**config.mk**
```make
export PLATFORM = sky130hd
export DESIGN_NAME = afu_top
export DESIGN_NICKNAME = d
export VERILOG_FILES = /design/src/host_mem_pkg.sv /design/src/afu_csr_pkg.sv /design/src/afu_top.sv /design/src/host_chan_events.sv /design/src/host_rd_engine.sv /design/src/afu_csr.sv
export SDC_FILE = /design/constraint.sdc
export NUM_CORES = 1
export LEC_CHECK = 0
export ABC_AREA = 1
export BUFFER_PORTS_ARGS = -buffer_cell sky130_fd_sc_hd__buf_2
export CORE_AREA = 4 4 265 267
export DETAILED_ROUTE_END_ITERATION = 7
export DIE_AREA = 0 0 269 271
export PLACE_DENSITY_LB_ADDON = 0.08
export SYNTH_ARGS = -nofsm -noshare
export SYNTH_HDL_FRONTEND = slang
export SYNTH_SLANG_ARGS = --single-unit
```
**constraint.sdc**
```tcl
create_clock -name clk -period 3.5 [get_ports clk]
set_input_delay 0.175 -clock clk [delete_from_list [all_inputs] [get_ports clk]]
set_output_delay 0.175 -clock clk [all_outputs]
set_load 0.05 [all_outputs]
```
**src/host_mem_pkg.sv**
```systemverilog
//==========================================================
// Host memory channel definitions
// Line widths and the Avalon read request and response
// structs exchanged between the read engine and host memory
//==========================================================

package host_mem_pkg;

    // Host memory is addressed in whole lines
    localparam int LINE_ADDR_WIDTH = 42;
    localparam int LINE_DATA_WIDTH = 512;

    typedef logic [LINE_ADDR_WIDTH-1:0] t_line_addr;

    //==========================================================
    // Avalon read channel
    //==========================================================

    // Engine toward host memory, held stable under waitrequest
    typedef struct packed {
        t_line_addr address;
        logic       read;
    } t_host_rd_req;

    // Host memory toward engine, in order and never stalled
    typedef struct packed {
        logic [LINE_DATA_WIDTH-1:0] readdata;
        logic                       readdatavalid;
    } t_host_rd_rsp;

endpackage
```
**src/afu_csr_pkg.sv**
```systemverilog
//==========================================================
// CSR definitions of the latency tester
// MMIO word addresses, control fields, MMIO structs and
// the configuration and status bundles
//==========================================================

package afu_csr_pkg;
    import host_mem_pkg::*;

    // 64-bit word addresses
    localparam logic [2:0] CSR_CTRL     = 3'd0;
    localparam logic [2:0] CSR_BASE     = 3'd1;
    localparam logic [2:0] CSR_COUNT    = 3'd2;
    localparam logic [2:0] CSR_STATUS   = 3'd3;
    localparam logic [2:0] CSR_CHECKSUM = 3'd4;
    localparam logic [2:0] CSR_LATENCY  = 3'd5;

    // Start is bit 0, clear is bit 1
    typedef struct packed {
        logic [61:0] rsvd;
        logic        clear;
        logic        start;
    } t_csr_ctrl;

    // A written word is either control fields or a plain value
    typedef union packed {
        logic [63:0] raw;
        t_csr_ctrl   ctrl;
    } t_csr_word;

    typedef struct packed {
        logic        write;
        logic        read;
        logic [2:0]  address;
        logic [63:0] writedata;
    } t_mmio_req;

    typedef struct packed {
        logic        readdatavalid;
        logic [63:0] readdata;
    } t_mmio_rsp;

    typedef struct packed {
        t_line_addr  base;
        logic [31:0] count;
    } t_rd_cfg;

    typedef struct packed {
        logic        done;
        logic [31:0] rsp_count;
        logic [63:0] checksum;
        logic [63:0] latency;
    } t_rd_status;

endpackage

```
**src/afu_top.sv**
```systemverilog
//==========================================================
// Latency tester top level
// Connects the MMIO register block, the host read engine
// and the event tracker
//==========================================================

`timescale 1ns/10ps

module afu_top
    import host_mem_pkg::*;
    import afu_csr_pkg::*;
#(
    parameter int MAX_OUTSTANDING = 16
)
(
    input  logic         clk,
    input  logic         arst_n,
    input  t_mmio_req    mmio_req,
    input  t_host_rd_rsp rd_rsp,
    input  logic         waitrequest,
    output t_mmio_rsp    mmio_rsp,
    output t_host_rd_req rd_req
);

    localparam int CNT_WIDTH = $clog2(MAX_OUTSTANDING + 1);

    t_rd_cfg    cfg;
    t_rd_status status;
    logic       start;
    logic       clear;
    logic       accept;

    assign accept = rd_req.read && !waitrequest;

    afu_csr i_afu_csr (
        .clk      (clk),
        .arst_n   (arst_n),
        .mmio_req (mmio_req),
        .status   (status),
        .mmio_rsp (mmio_rsp),
        .cfg      (cfg),
        .start    (start),
        .clear    (clear)
    );

    host_rd_engine #(
        .MAX_OUTSTANDING (MAX_OUTSTANDING)
    ) i_host_rd_engine (
        .clk         (clk),
        .arst_n      (arst_n),
        .cfg         (cfg),
        .start       (start),
        .clear       (clear),
        .waitrequest (waitrequest),
        .rd_rsp      (rd_rsp),
        .rd_req      (rd_req),
        .done        (status.done),
        .rsp_count   (status.rsp_count),
        .checksum    (status.checksum)
    );

    host_chan_events #(
        .CNT_WIDTH (CNT_WIDTH)
    ) i_host_chan_events (
        .clk       (clk),
        .arst_n    (arst_n),
        .clear     (clear),
        .start     (start),
        .accept    (accept),
        .rsp_valid (rd_rsp.readdatavalid),
        .latency   (status.latency)
    );

endmodule

```
**src/host_chan_events.sv**
```systemverilog
//==========================================================
// Host channel event tracker
// Sums the outstanding read count over every cycle, which
// totals the latency of all requests
//==========================================================

`timescale 1ns/10ps

module host_chan_events
#(
    parameter int CNT_WIDTH = 5
)
(
    input  logic        clk,
    input  logic        arst_n,
    input  logic        clear,
    input  logic        start,
    input  logic        accept,
    input  logic        rsp_valid,
    output logic [63:0] latency
);

    logic [CNT_WIDTH-1:0] outstanding;
    logic                 dec;

    // A response left over from a cleared run must not wrap the count
    assign dec = rsp_valid && (outstanding != '0);

    always_ff @(posedge clk or negedge arst_n)
    begin
        if (!arst_n)
        begin
            outstanding <= '0;
            latency     <= '0;
        end
        else if (start || clear)
        begin
            outstanding <= '0;
            latency     <= '0;
        end
        else
        begin
            outstanding <= outstanding + CNT_WIDTH'(accept) - CNT_WIDTH'(dec);
            // Count held at the start of this cycle
            latency     <= latency + 64'(outstanding);
        end
    end

endmodule

```
**src/host_rd_engine.sv**
```systemverilog
//==========================================================
// Host read engine
// Issues single-line reads from base upward within a credit
// limit and XOR-folds returned lines into a checksum
//==========================================================

`timescale 1ns/10ps

module host_rd_engine
    import host_mem_pkg::*;
    import afu_csr_pkg::*;
#(
    parameter int MAX_OUTSTANDING = 16
)
(
    input  logic         clk,
    input  logic         arst_n,
    input  t_rd_cfg      cfg,
    input  logic         start,
    input  logic         clear,
    input  logic         waitrequest,
    input  t_host_rd_rsp rd_rsp,
    output t_host_rd_req rd_req,
    output logic         done,
    output logic [31:0]  rsp_count,
    output logic [63:0]  checksum
);

    localparam int CREDIT_W = $clog2(MAX_OUTSTANDING + 1);
    localparam int LANES    = LINE_DATA_WIDTH / 64;

    logic                running;
    logic [31:0]         issue_cnt;
    logic [CREDIT_W-1:0] outstanding;
    logic                accept;
    logic                rsp_in;
    logic [63:0]         line_fold;

    // Request i goes to base plus i
    assign rd_req.read    = running && (issue_cnt != cfg.count) &&
                            (outstanding < CREDIT_W'(MAX_OUTSTANDING));
    assign rd_req.address = cfg.base + t_line_addr'(issue_cnt);

    assign accept = rd_req.read && !waitrequest;
    assign rsp_in = running && rd_rsp.readdatavalid;

    always_comb
    begin
        line_fold = '0;
        for (int i = 0; i < LANES; i++)
            line_fold = line_fold ^ rd_rsp.readdata[i*64 +: 64];
    end

    // Credits follow the bus even across a clear
    always_ff @(posedge clk or negedge arst_n)
    begin
        if (!arst_n)
            outstanding <= '0;
        else
            outstanding <= outstanding + CREDIT_W'(accept) - CREDIT_W'(rd_rsp.readdatavalid);
    end

    always_ff @(posedge clk or negedge arst_n)
    begin
        if (!arst_n)
        begin
            running   <= 1'b0;
            done      <= 1'b0;
            issue_cnt <= '0;
            rsp_count <= '0;
            checksum  <= '0;
        end
        else if (start || clear)
        begin
            running   <= start && (cfg.count != 0);
            done      <= start && (cfg.count == 0);
            issue_cnt <= '0;
            rsp_count <= '0;
            checksum  <= '0;
        end
        else
        begin
            if (accept)
                issue_cnt <= issue_cnt + 32'd1;
            if (rsp_in)
            begin
                rsp_count <= rsp_count + 32'd1;
                checksum  <= checksum ^ line_fold;
                // Last response ends the run
                if (rsp_count + 32'd1 == cfg.count)
                begin
                    running <= 1'b0;
                    done    <= 1'b1;
                end
            end
        end
    end

endmodule

```
**src/afu_csr.sv**
```systemverilog
//==========================================================
// MMIO register block
// Holds the base and count registers, turns control writes
// into start and clear pulses and returns status words
//==========================================================

`timescale 1ns/10ps

module afu_csr
    import host_mem_pkg::*;
    import afu_csr_pkg::*;
(
    input  logic       clk,
    input  logic       arst_n,
    input  t_mmio_req  mmio_req,
    input  t_rd_status status,
    output t_mmio_rsp  mmio_rsp,
    output t_rd_cfg    cfg,
    output logic       start,
    output logic       clear
);

    t_csr_word   wr_word;
    t_line_addr  base_q;
    logic [31:0] count_q;
    logic [63:0] rd_mux;
    logic        rd_valid_q;
    logic [63:0] rd_data_q;

    assign wr_word.raw = mmio_req.writedata;

    //==========================================================
    // Register writes
    //==========================================================

    always_ff @(posedge clk or negedge arst_n)
    begin
        if (!arst_n)
        begin
            base_q  <= '0;
            count_q <= '0;
            start   <= 1'b0;
            clear   <= 1'b0;
        end
        else
        begin
            // Pulses last one cycle unless rewritten
            start <= 1'b0;
            clear <= 1'b0;
            if (mmio_req.write)
            begin
                case (mmio_req.address)
                    CSR_CTRL:
                    begin
                        start <= wr_word.ctrl.start;
                        clear <= wr_word.ctrl.clear;
                    end
                    CSR_BASE:  base_q  <= wr_word.raw[LINE_ADDR_WIDTH-1:0];
                    CSR_COUNT: count_q <= wr_word.raw[31:0];
                    default:   ;
                endcase
            end
        end
    end

    assign cfg.base  = base_q;
    assign cfg.count = count_q;

    //==========================================================
    // Register reads
    //==========================================================

    always_comb
    begin
        case (mmio_req.address)
            CSR_BASE:     rd_mux = 64'(base_q);
            CSR_COUNT:    rd_mux = 64'(count_q);
            // Response count in the upper half, done in bit 0
            CSR_STATUS:   rd_mux = {status.rsp_count, 31'b0, status.done};
            CSR_CHECKSUM: rd_mux = status.checksum;
            CSR_LATENCY:  rd_mux = status.latency;
            default:      rd_mux = '0;
        endcase
    end

    always_ff @(posedge clk or negedge arst_n)
    begin
        if (!arst_n)
            rd_valid_q <= 1'b0;
        else
            rd_valid_q <= mmio_req.read;
    end

    always_ff @(posedge clk)
    begin
        if (mmio_req.read)
            rd_data_q <= rd_mux;
    end

    assign mmio_rsp.readdatavalid = rd_valid_q;
    assign mmio_rsp.readdata      = rd_data_q;

endmodule

```
==> reports/qor.csv, run 1 <==
metric;value;unit
clock sink total;345;
Max Clock Skew;0.03679;ns
critical path launch point type;flop;
drc violations;0;
area leader, netlist;dfrtp_1;
vias in the first global route;24804;
data arrival time at the worst-slack endpoint;3.21;ns
Synth area leaders;dfrtp_1 28%, xnor2_1 12%, nand2_1 9.6%, edfxtp_1 7.5%, inv_1 6.4%;
post-route antenna net violation count;0;
depth of the CTS H-tree;2;
CP Class;flop to primary output;
CTS tree;done;
Worst path max stage delay;0.53;ns
fmax;295.3;MHz
Post-synth EDFFs;64;
Sequential Area;8957;um2
core area;68110;um2
largest net degree at the start of global routing;82;
Syn Std Cell Area;25480;um2
Pwr Density;494.7;nW/um2
Syn. warnings;0;
Max-slew headroom;37.68;%
post-layout util;48.22;%
Cells after DPL;4897;
status;finished, final reports clean;
Post-synth ARST share;81.45;%
top-count cell post-synth;nand2_1;
Cell Rows;96;
Layout Cells excl Fill;5075;
Fin. Hold Viols;0;
Placed Area;30190;um2
GRT Total Usage;28.06;%
element type at the critical path end;primary output;
Period Utilization, post-route;96.75;%
flops & latches, synth;345;
io pins;693;
GP Congestion;0.9735;
Final HPWL DP;87720;um
Mapped Avg Cell Area;7.584;um2
max_cap viols;0;
Worst path slowest cell;dfrtp_1;
Buf/Inv on CP;2;
Final Max Tran Viols;0;
Critical Path RT;3.32;ns
total die area;72900;um2
Worst Max-Slew Pin Slew;0.9263;ns
Routed WL;105900;um
maximum VDD drop;0.2791;mV
Die Y;271;um
Primary FF master, synth;dfrtp_1;
Max Buffers Root-to-Sink;3;
later-pin clock latency in the skew report;0.60;ns
layout cells sized above 1;23.00;%
cells along the critical path;ha_1 > nand3_1 > nand3_1 > a21oi_2 > inv_1 > nand2_1 > nand2_1 > nand2_1 > nand2_1 > nand2_1 > o21ai_2 > a21oi_2 > xor2_1 > buf_4;
Root Buffer;clkbuf_16;
area of the multi-input gates;14760;um2
Die W;269;um
Initial Utilization;37.41;%
fin nets;4797;
delay-heaviest family, CP;simple AND/OR/NAND/NOR gates;
design area;32840;um2
Reg clk slew, reported paths;0.06;ns
routed vias/inst;5.000;
Pre-Repair DR Iteration Count;5;
initial antenna violation count;3;
Post-synth top cells;650 x nand2_1, 431 x inv_1, 356 x xnor2_1;
Yosys cell types;54;
Seq/Total Area, Yosys;35.15;%
Post-Syn Instances;3359;
Fillers;6956;
most used cell along the critical path;nand2_1;
initial drt markers;1921;
Worst Path Max Fanout;7;
first-pass GRT wire length;154800;um
final setup fails;0;
fin crit period;3.386;ns
Final Power;16.25;mW
CTS buffer count;42;
post-synth net total;3998;
IO buf count;670;
leakage;14.98;nW
Via Count;25375;
Synth top area share;27.60;%
synthesis-to-finish area growth;28.91;%
Hold WC Path Type;primary input to flop;
total congestion overflow;0;
WL/cell;20.86;um
routing by layer:
metal / wire, um / vias to the layer above / share of wire (%) / GRT usage, %
met5: 14 / - / 0.013 / 0
met4: 2549 / 2 / 2.4 / 6.273
met3: 6301 / 124 / 6.0 / 4.165
met2: 49940 / 865 / 47 / 46.83
met1: 47070 / 11786 / 44 / 38.54
li1: - / 12598 / - / -
path summary, 6_finish.rpt:
check | from | to | slack [ns] | depth (start not counted)
max | i_host_rd_engine.issue_cnt[1]$_DFFE_PN0P_ | rd_req[34] | 0.11 | 14
min reg2reg | i_host_chan_events.latency[21]$_DFF_PN0_ | i_host_chan_events.latency[21]$_DFF_PN0_ | 0.49 | 1
max reg2reg | i_host_rd_engine.issue_cnt[0]$_DFFE_PN0P_ | i_host_chan_events.outstanding[4]$_DFF_PN0_ | 0.41 | 16
min in group asynchronous | arst_n | i_host_rd_engine.rsp_count[14]$_DFFE_PN0P_ | 0.27 | 2
max in group asynchronous | arst_n | i_host_rd_engine.checksum[30]$_DFFE_PN0P_ | 2.28 | 3
min | rd_rsp[512] | i_host_rd_engine.checksum[63]$_DFFE_PN0P_ | 0.01 | 5
cell families (layout without fill, tap and decap cells):
group	Yosys count	after routing	share of synthesized area, %
buf+inv	519	1351	7.716
mux	3	3	0.1326
simple gates	1395	1395	24.32
flops	345	345	35.15
xor+xnor	517	517	17.97
other cells	0	2	0
compound gates	526	526	11.94
fa+ha+maj	54	54	2.770
placed cells by master, fill, tap and decap left out, types with 10 or more instances in the layout:
cell	n
a21oi_1	139
a21oi_2	10
a221o_1	23
a31oi_1	12
buf_2	661
buf_4	64
clkbuf_16	43
dfrtp_1	278
dlygate4sd3_1	98
edfxtp_1	64
ha_1	39
inv_1	431
nand2_1	645
nand2_2	17
nand3_1	178
nand3b_1	12
nand4_1	50
nor2_1	273
nor2_2	14
nor2_4	10
nor3_1	77
nor4_1	31
o2111ai_1	12
o21ai_0	219
o221ai_1	25
o22ai_1	49
or2_2	65
xnor2_1	356
xor2_1	157
flip-flops by register name, summed over array words and instances (netlist names), 5 cells and up:
| register | cells |
|---|---|
| i_host_chan_events.latency | 64 |
| i_host_chan_events.outstanding | 5 |
| i_afu_csr.rd_data_q | 64 |
| i_afu_csr.base_q | 42 |
| i_afu_csr.count_q | 32 |
| i_host_rd_engine.checksum | 64 |
| i_host_rd_engine.outstanding | 5 |
| i_host_rd_engine.issue_cnt | 32 |
| i_host_rd_engine.rsp_count | 32 |
stage by stage:
step / hold slack (ns) / worst slack [ns] / setup TNS, ns
2_1_floorplan: -0.1206 / 0.5576 / 0
3_3_place_gp: 0.2309 / 0.3487 / 0
3_5_place_dp: 0.2372 / 0.3547 / 0
4_1_cts: 0.0003904 / 0.009517 / 0
5_1_grt: 0.03183 / -0.002746 / -0.004987
6_report: 0.01067 / 0.1137 / 0
power breakdown:
part	total, mW	leakage, nW	switching, mW	internal (mW)
clock network	4.61	0.714	1.89	2.72
registers	5.50	4.25	0.587	4.92
logic	6.13	10.0	3.87	2.26
repair_timing:
item	in CTS	in global routing
gates resized for setup	14	39
cloned	0	0
pin swaps	0	4
hold buffers	98	0
endpoints found under the hold margin	204	0
setup buffers	0	1
endpoints found under the setup margin	11	16
tightest hold or removal path, delay by kind of cell:
family                 cells  cell delay, ns
AND/OR/NAND/NOR            2            0.15
buffers and inverters      2            0.17
AO/OA/AOI/OAI              1            0.06
final cells by class:
class / count / share of cell area (%)
multi-input cells: 2495 / 44.93
flip-flops and latches: 345 / 27.27
repair buffers: 831 / 14.92
inverters: 443 / 5.063
clock buffers: 56 / 3.638
well taps: 882 / 3.360
clock inverters: 21 / 0.8001
diodes: 2 / 0.01524
(Power assumes the default switching activity.)
==> inputs of run 2 (changes only) <==
--- a/config.mk
+++ b/config.mk
@@ -10,6 +10,7 @@
 export CORE_AREA = 4 4 265 267
 export DETAILED_ROUTE_END_ITERATION = 7
 export DIE_AREA = 0 0 269 271
+export GPL_TIMING_DRIVEN = 0
 export PLACE_DENSITY_LB_ADDON = 0.08
 export SYNTH_ARGS = -nofsm -noshare
 export SYNTH_HDL_FRONTEND = slang
==> run 2 against run 1 <==
Net effect:
- count of clock-buffer cells in the layout grew 4
- non-clock buffer count grew 9
- critical path depth fell by 1
- critical endpoint is now rd_req[37]
==> reports/qor.csv, run 2 (same netlist as run 1, synthesis figures left out) <==
metric;value;unit;change
Placed Area;30050;um2;was 30,190 um2
core area;68110;um2;unchanged
largest net degree at the start of global routing;109;;was 82
max_cap viols;0;;unchanged
element type at the critical path end;primary output;;unchanged
P_sw;6.369;mW;was 6.351 mW
setup TNS;0;ns;unchanged
Worst path max stage delay;0.47;ns;was 0.53 ns
Critical Path RT;3.32;ns;about the same
initial antenna violation count;8;;was 3
Worst path slowest cell;dfrtp_2;;was dfrtp_1
data arrival time at the worst-slack endpoint;3.25;ns;was 3.21 ns
Fillers;7057;;was 6,956
Reg clk slew, reported paths;0.07;ns;was 0.06 ns
Max Clock Skew;0.02077;ns;was 0.03679 ns
Routed WL;110100;um;was 105,900 um
Cell Rows;96;;unchanged
Hold WC Path Type;primary input to async pin;;was primary input to flop
cells along the critical path;ha_1 > fa_2 > nand3_1 > nand2_1 > nand3_1 > nand2_1 > a21oi_2 > o21bai_4 > nand4_1 > nand2_1 > nand2_1 > xor2_1 > buf_2;;was ha_1 > nand3_1 > nand3_1 > a21oi_2 > inv_1 > nand2_1 > nand2_1 > nand2_1 > nand2_1 > nand2_1 > o21ai_2 > a21oi_2 > xor2_1 > buf_4
Period Utilization, post-route;97.82;%;was 96.75%
Max-slew headroom;35.09;%;was 37.68%
maximum VDD drop;0.3281;mV;was 0.2791 mV
cell-internal power;9.728;mW;was 9.896 mW
critical path launch point type;flop;;unchanged
fin crit period;3.424;ns;was 3.386 ns
fin nets;4805;;was 4,797
Die W;269;um;unchanged
CP Class;flop to primary output;;unchanged
Die Y;271;um;unchanged
Pwr Density;493.4;nW/um2;was 494.7 nW/um2
share of power burned in registers;35.1;%;was 33.9%
total congestion overflow;0;;unchanged
layout cells sized above 1;21.91;%;was 23.00%
Initial Utilization;37.41;%;unchanged
Worst Max-Slew Pin Slew;0.9737;ns;was 0.9263 ns
status;finished, final reports clean;;unchanged
Gate power share;37.4;%;was 37.7%
Via Count;25923;;was 25,375
io pins;693;;unchanged
r2r setup slk;0.12;ns;was 0.41 ns
top flop regs;i_afu_csr.rd_data_q (64), i_host_chan_events.latency (64), i_host_rd_engine.checksum (64);;unchanged
Clock power frac;27.5;%;was 28.4%
CP endpoint;rd_req[37];;was rd_req[34]
drc violations;0;;unchanged
CTS buffer count;41;;was 42
final setup fails;0;;unchanged
post-layout util;47.90;%;was 48.22%
fmax;292.1;MHz;was 295.3 MHz
design area;32620;um2;was 32,840 um2
initial drt markers;2287;;was 1,921
most used cell along the critical path;nand2_1;;unchanged
Final HPWL DP;91540;um;was 87,720 um
most common cell after layout, fill and taps aside;buf_2;;unchanged
Final Power;16.10;mW;was 16.25 mW
Worst Path Max Fanout;6;;was 7
Max Buffers Root-to-Sink;3;;unchanged
routed vias/inst;5.097;;was 5.000
post-route antenna net violation count;0;;unchanged
GRT Total Usage;29.08;%;was 28.06%
Worst Setup SP;i_host_rd_engine.issue_cnt[0]$_DFFE_PN0P_;;was i_host_rd_engine.issue_cnt[1]$_DFFE_PN0P_
switch share;39.56;%;was 39.09%
Root Buffer;clkbuf_16;;unchanged
Fin. Hold Viols;0;;unchanged
most frequent cells in the layout;665 x buf_2, 647 x nand2_1, 431 x inv_1;;was 661 x buf_2, 645 x nand2_1, 431 x inv_1
GP Congestion;0.9833;;was 0.9735
Final Max Tran Viols;0;;unchanged
IO buf count;670;;unchanged
Pre-Repair DR Iteration Count;6;;was 5
RR Endpoint;i_host_chan_events.outstanding[4]$_DFF_PN0_;;unchanged
leakage;14.75;nW;was 14.98 nW
later-pin clock latency in the skew report;0.58;ns;was 0.60 ns
vias in the first global route;25050;;was 24,804
first-pass GRT wire length;159000;um;was 154,800 um
total die area;72900;um2;unchanged
CTS tree;done;;unchanged
WL/cell;21.65;um;was 20.86 um
clock sink total;345;;unchanged
FF-to-FF Start;i_host_rd_engine.issue_cnt[19]$_DFFE_PN0P_;;was i_host_rd_engine.issue_cnt[0]$_DFFE_PN0P_
synthesis-to-finish area growth;28.06;%;was 28.91%
depth of the CTS H-tree;2;;unchanged
worst reg2reg path depth;16;;unchanged
[run 2: repair_timing]
| action | CTS | global route |
|---|---|---|
| resized for setup | 25 | 47 |
| hold buffers | 85 | 0 |
| pin swaps | 1 | 6 |
| setup buffers | 0 | 5 |
| hold endpoints to repair | 236 | 0 |
| endpoints found under the setup margin | 16 | 19 |
[run 2: how the worst min path moves through the flow]
| stage | to | slack [ns] | cells past startpoint |
|---|---|---|---|
| 3_5_place_dp | i_afu_csr.base_q[35]$_DFFE_PN0P_ | 0.02 | 1 |
| 6_report | i_afu_csr.base_q[24]$_DFFE_PN0P_ | 0.02 | 2 |
| 2_1_floorplan | i_afu_csr.base_q[0]$_DFFE_PN0P_ | -0.12 | 0 |
| 3_3_place_gp | i_afu_csr.base_q[34]$_DFFE_PN0P_ | 0.41 | 2 |
| 5_1_grt | i_afu_csr.count_q[1]$_DFFE_PN0P_ | 0.01 | 3 |
| 4_1_cts | i_host_rd_engine.checksum[15]$_DFFE_PN0P_ | 0.0008 | 5 |
[run 2: worst max-delay path, delay by kind of cell (launching register included)]
| kind | cells | cell delay (ns) |
|---|---|---|
| flops | 1 | 0.47 |
| buf+inv | 1 | 0.28 |
| fa+ha+maj | 2 | 0.67 |
| compound gates | 2 | 0.37 |
| simple gates | 7 | 0.73 |
| xor+xnor | 1 | 0.14 |
[run 2: layout make-up]
| class | instances | area [um2] | share of cell area, % |
|---|---|---|---|
| Multi-Input combinational cell | 2495 | 14820 | 45.43 |
| Antenna cell | 5 | 12.51 | 0.03835 |
| Inverter | 443 | 1663 | 5.097 |
| Clock buffer | 60 | 1167 | 3.578 |
| Tap cell | 882 | 1104 | 3.383 |
| Timing Repair Buffer | 764 | 4380 | 13.43 |
| Clock inverter | 16 | 206.4 | 0.6328 |
| Sequential cell | 345 | 8966 | 27.48 |
| Buffer | 76 | 302.8 | 0.9281 |
[run 2: metrics by stage]
step	instances	hold WS [ns]	worst slack, ns
3_3_place_gp	4911	0.4124	-3.590
5_1_grt	5083	0.01331	-0.01597
4_1_cts	5076	0.0007949	0.001532
3_5_place_dp	4915	0.01944	-0.009667
2_1_floorplan	3359	-0.1206	0.5576
6_report	5086	0.01640	0.07638
[run 2: routing by layer]
metal  vias up  part of all wire [%]  GRT usage [%]
li1      12627                     -              -
met1     12094                    43          39.27
met2      1040                    47          48.01
met3       158                   7.4          5.356
met4         4                   2.9          7.635
met5         -                 0.025              0
[run 2: power by group through the flow]
stage / Combinational, mW / Sequential, mW / Clock (mW)
2_1_floorplan: 3.80 / 5.63 / 0
6_report: 6.02 / 5.64 / 4.43
3_3_place_gp: 5.75 / 5.68 / 0
4_1_cts: 5.96 / 5.62 / 4.51
3_5_place_dp: 5.83 / 5.68 / 0
5_1_grt: 6.65 / 5.71 / 4.68
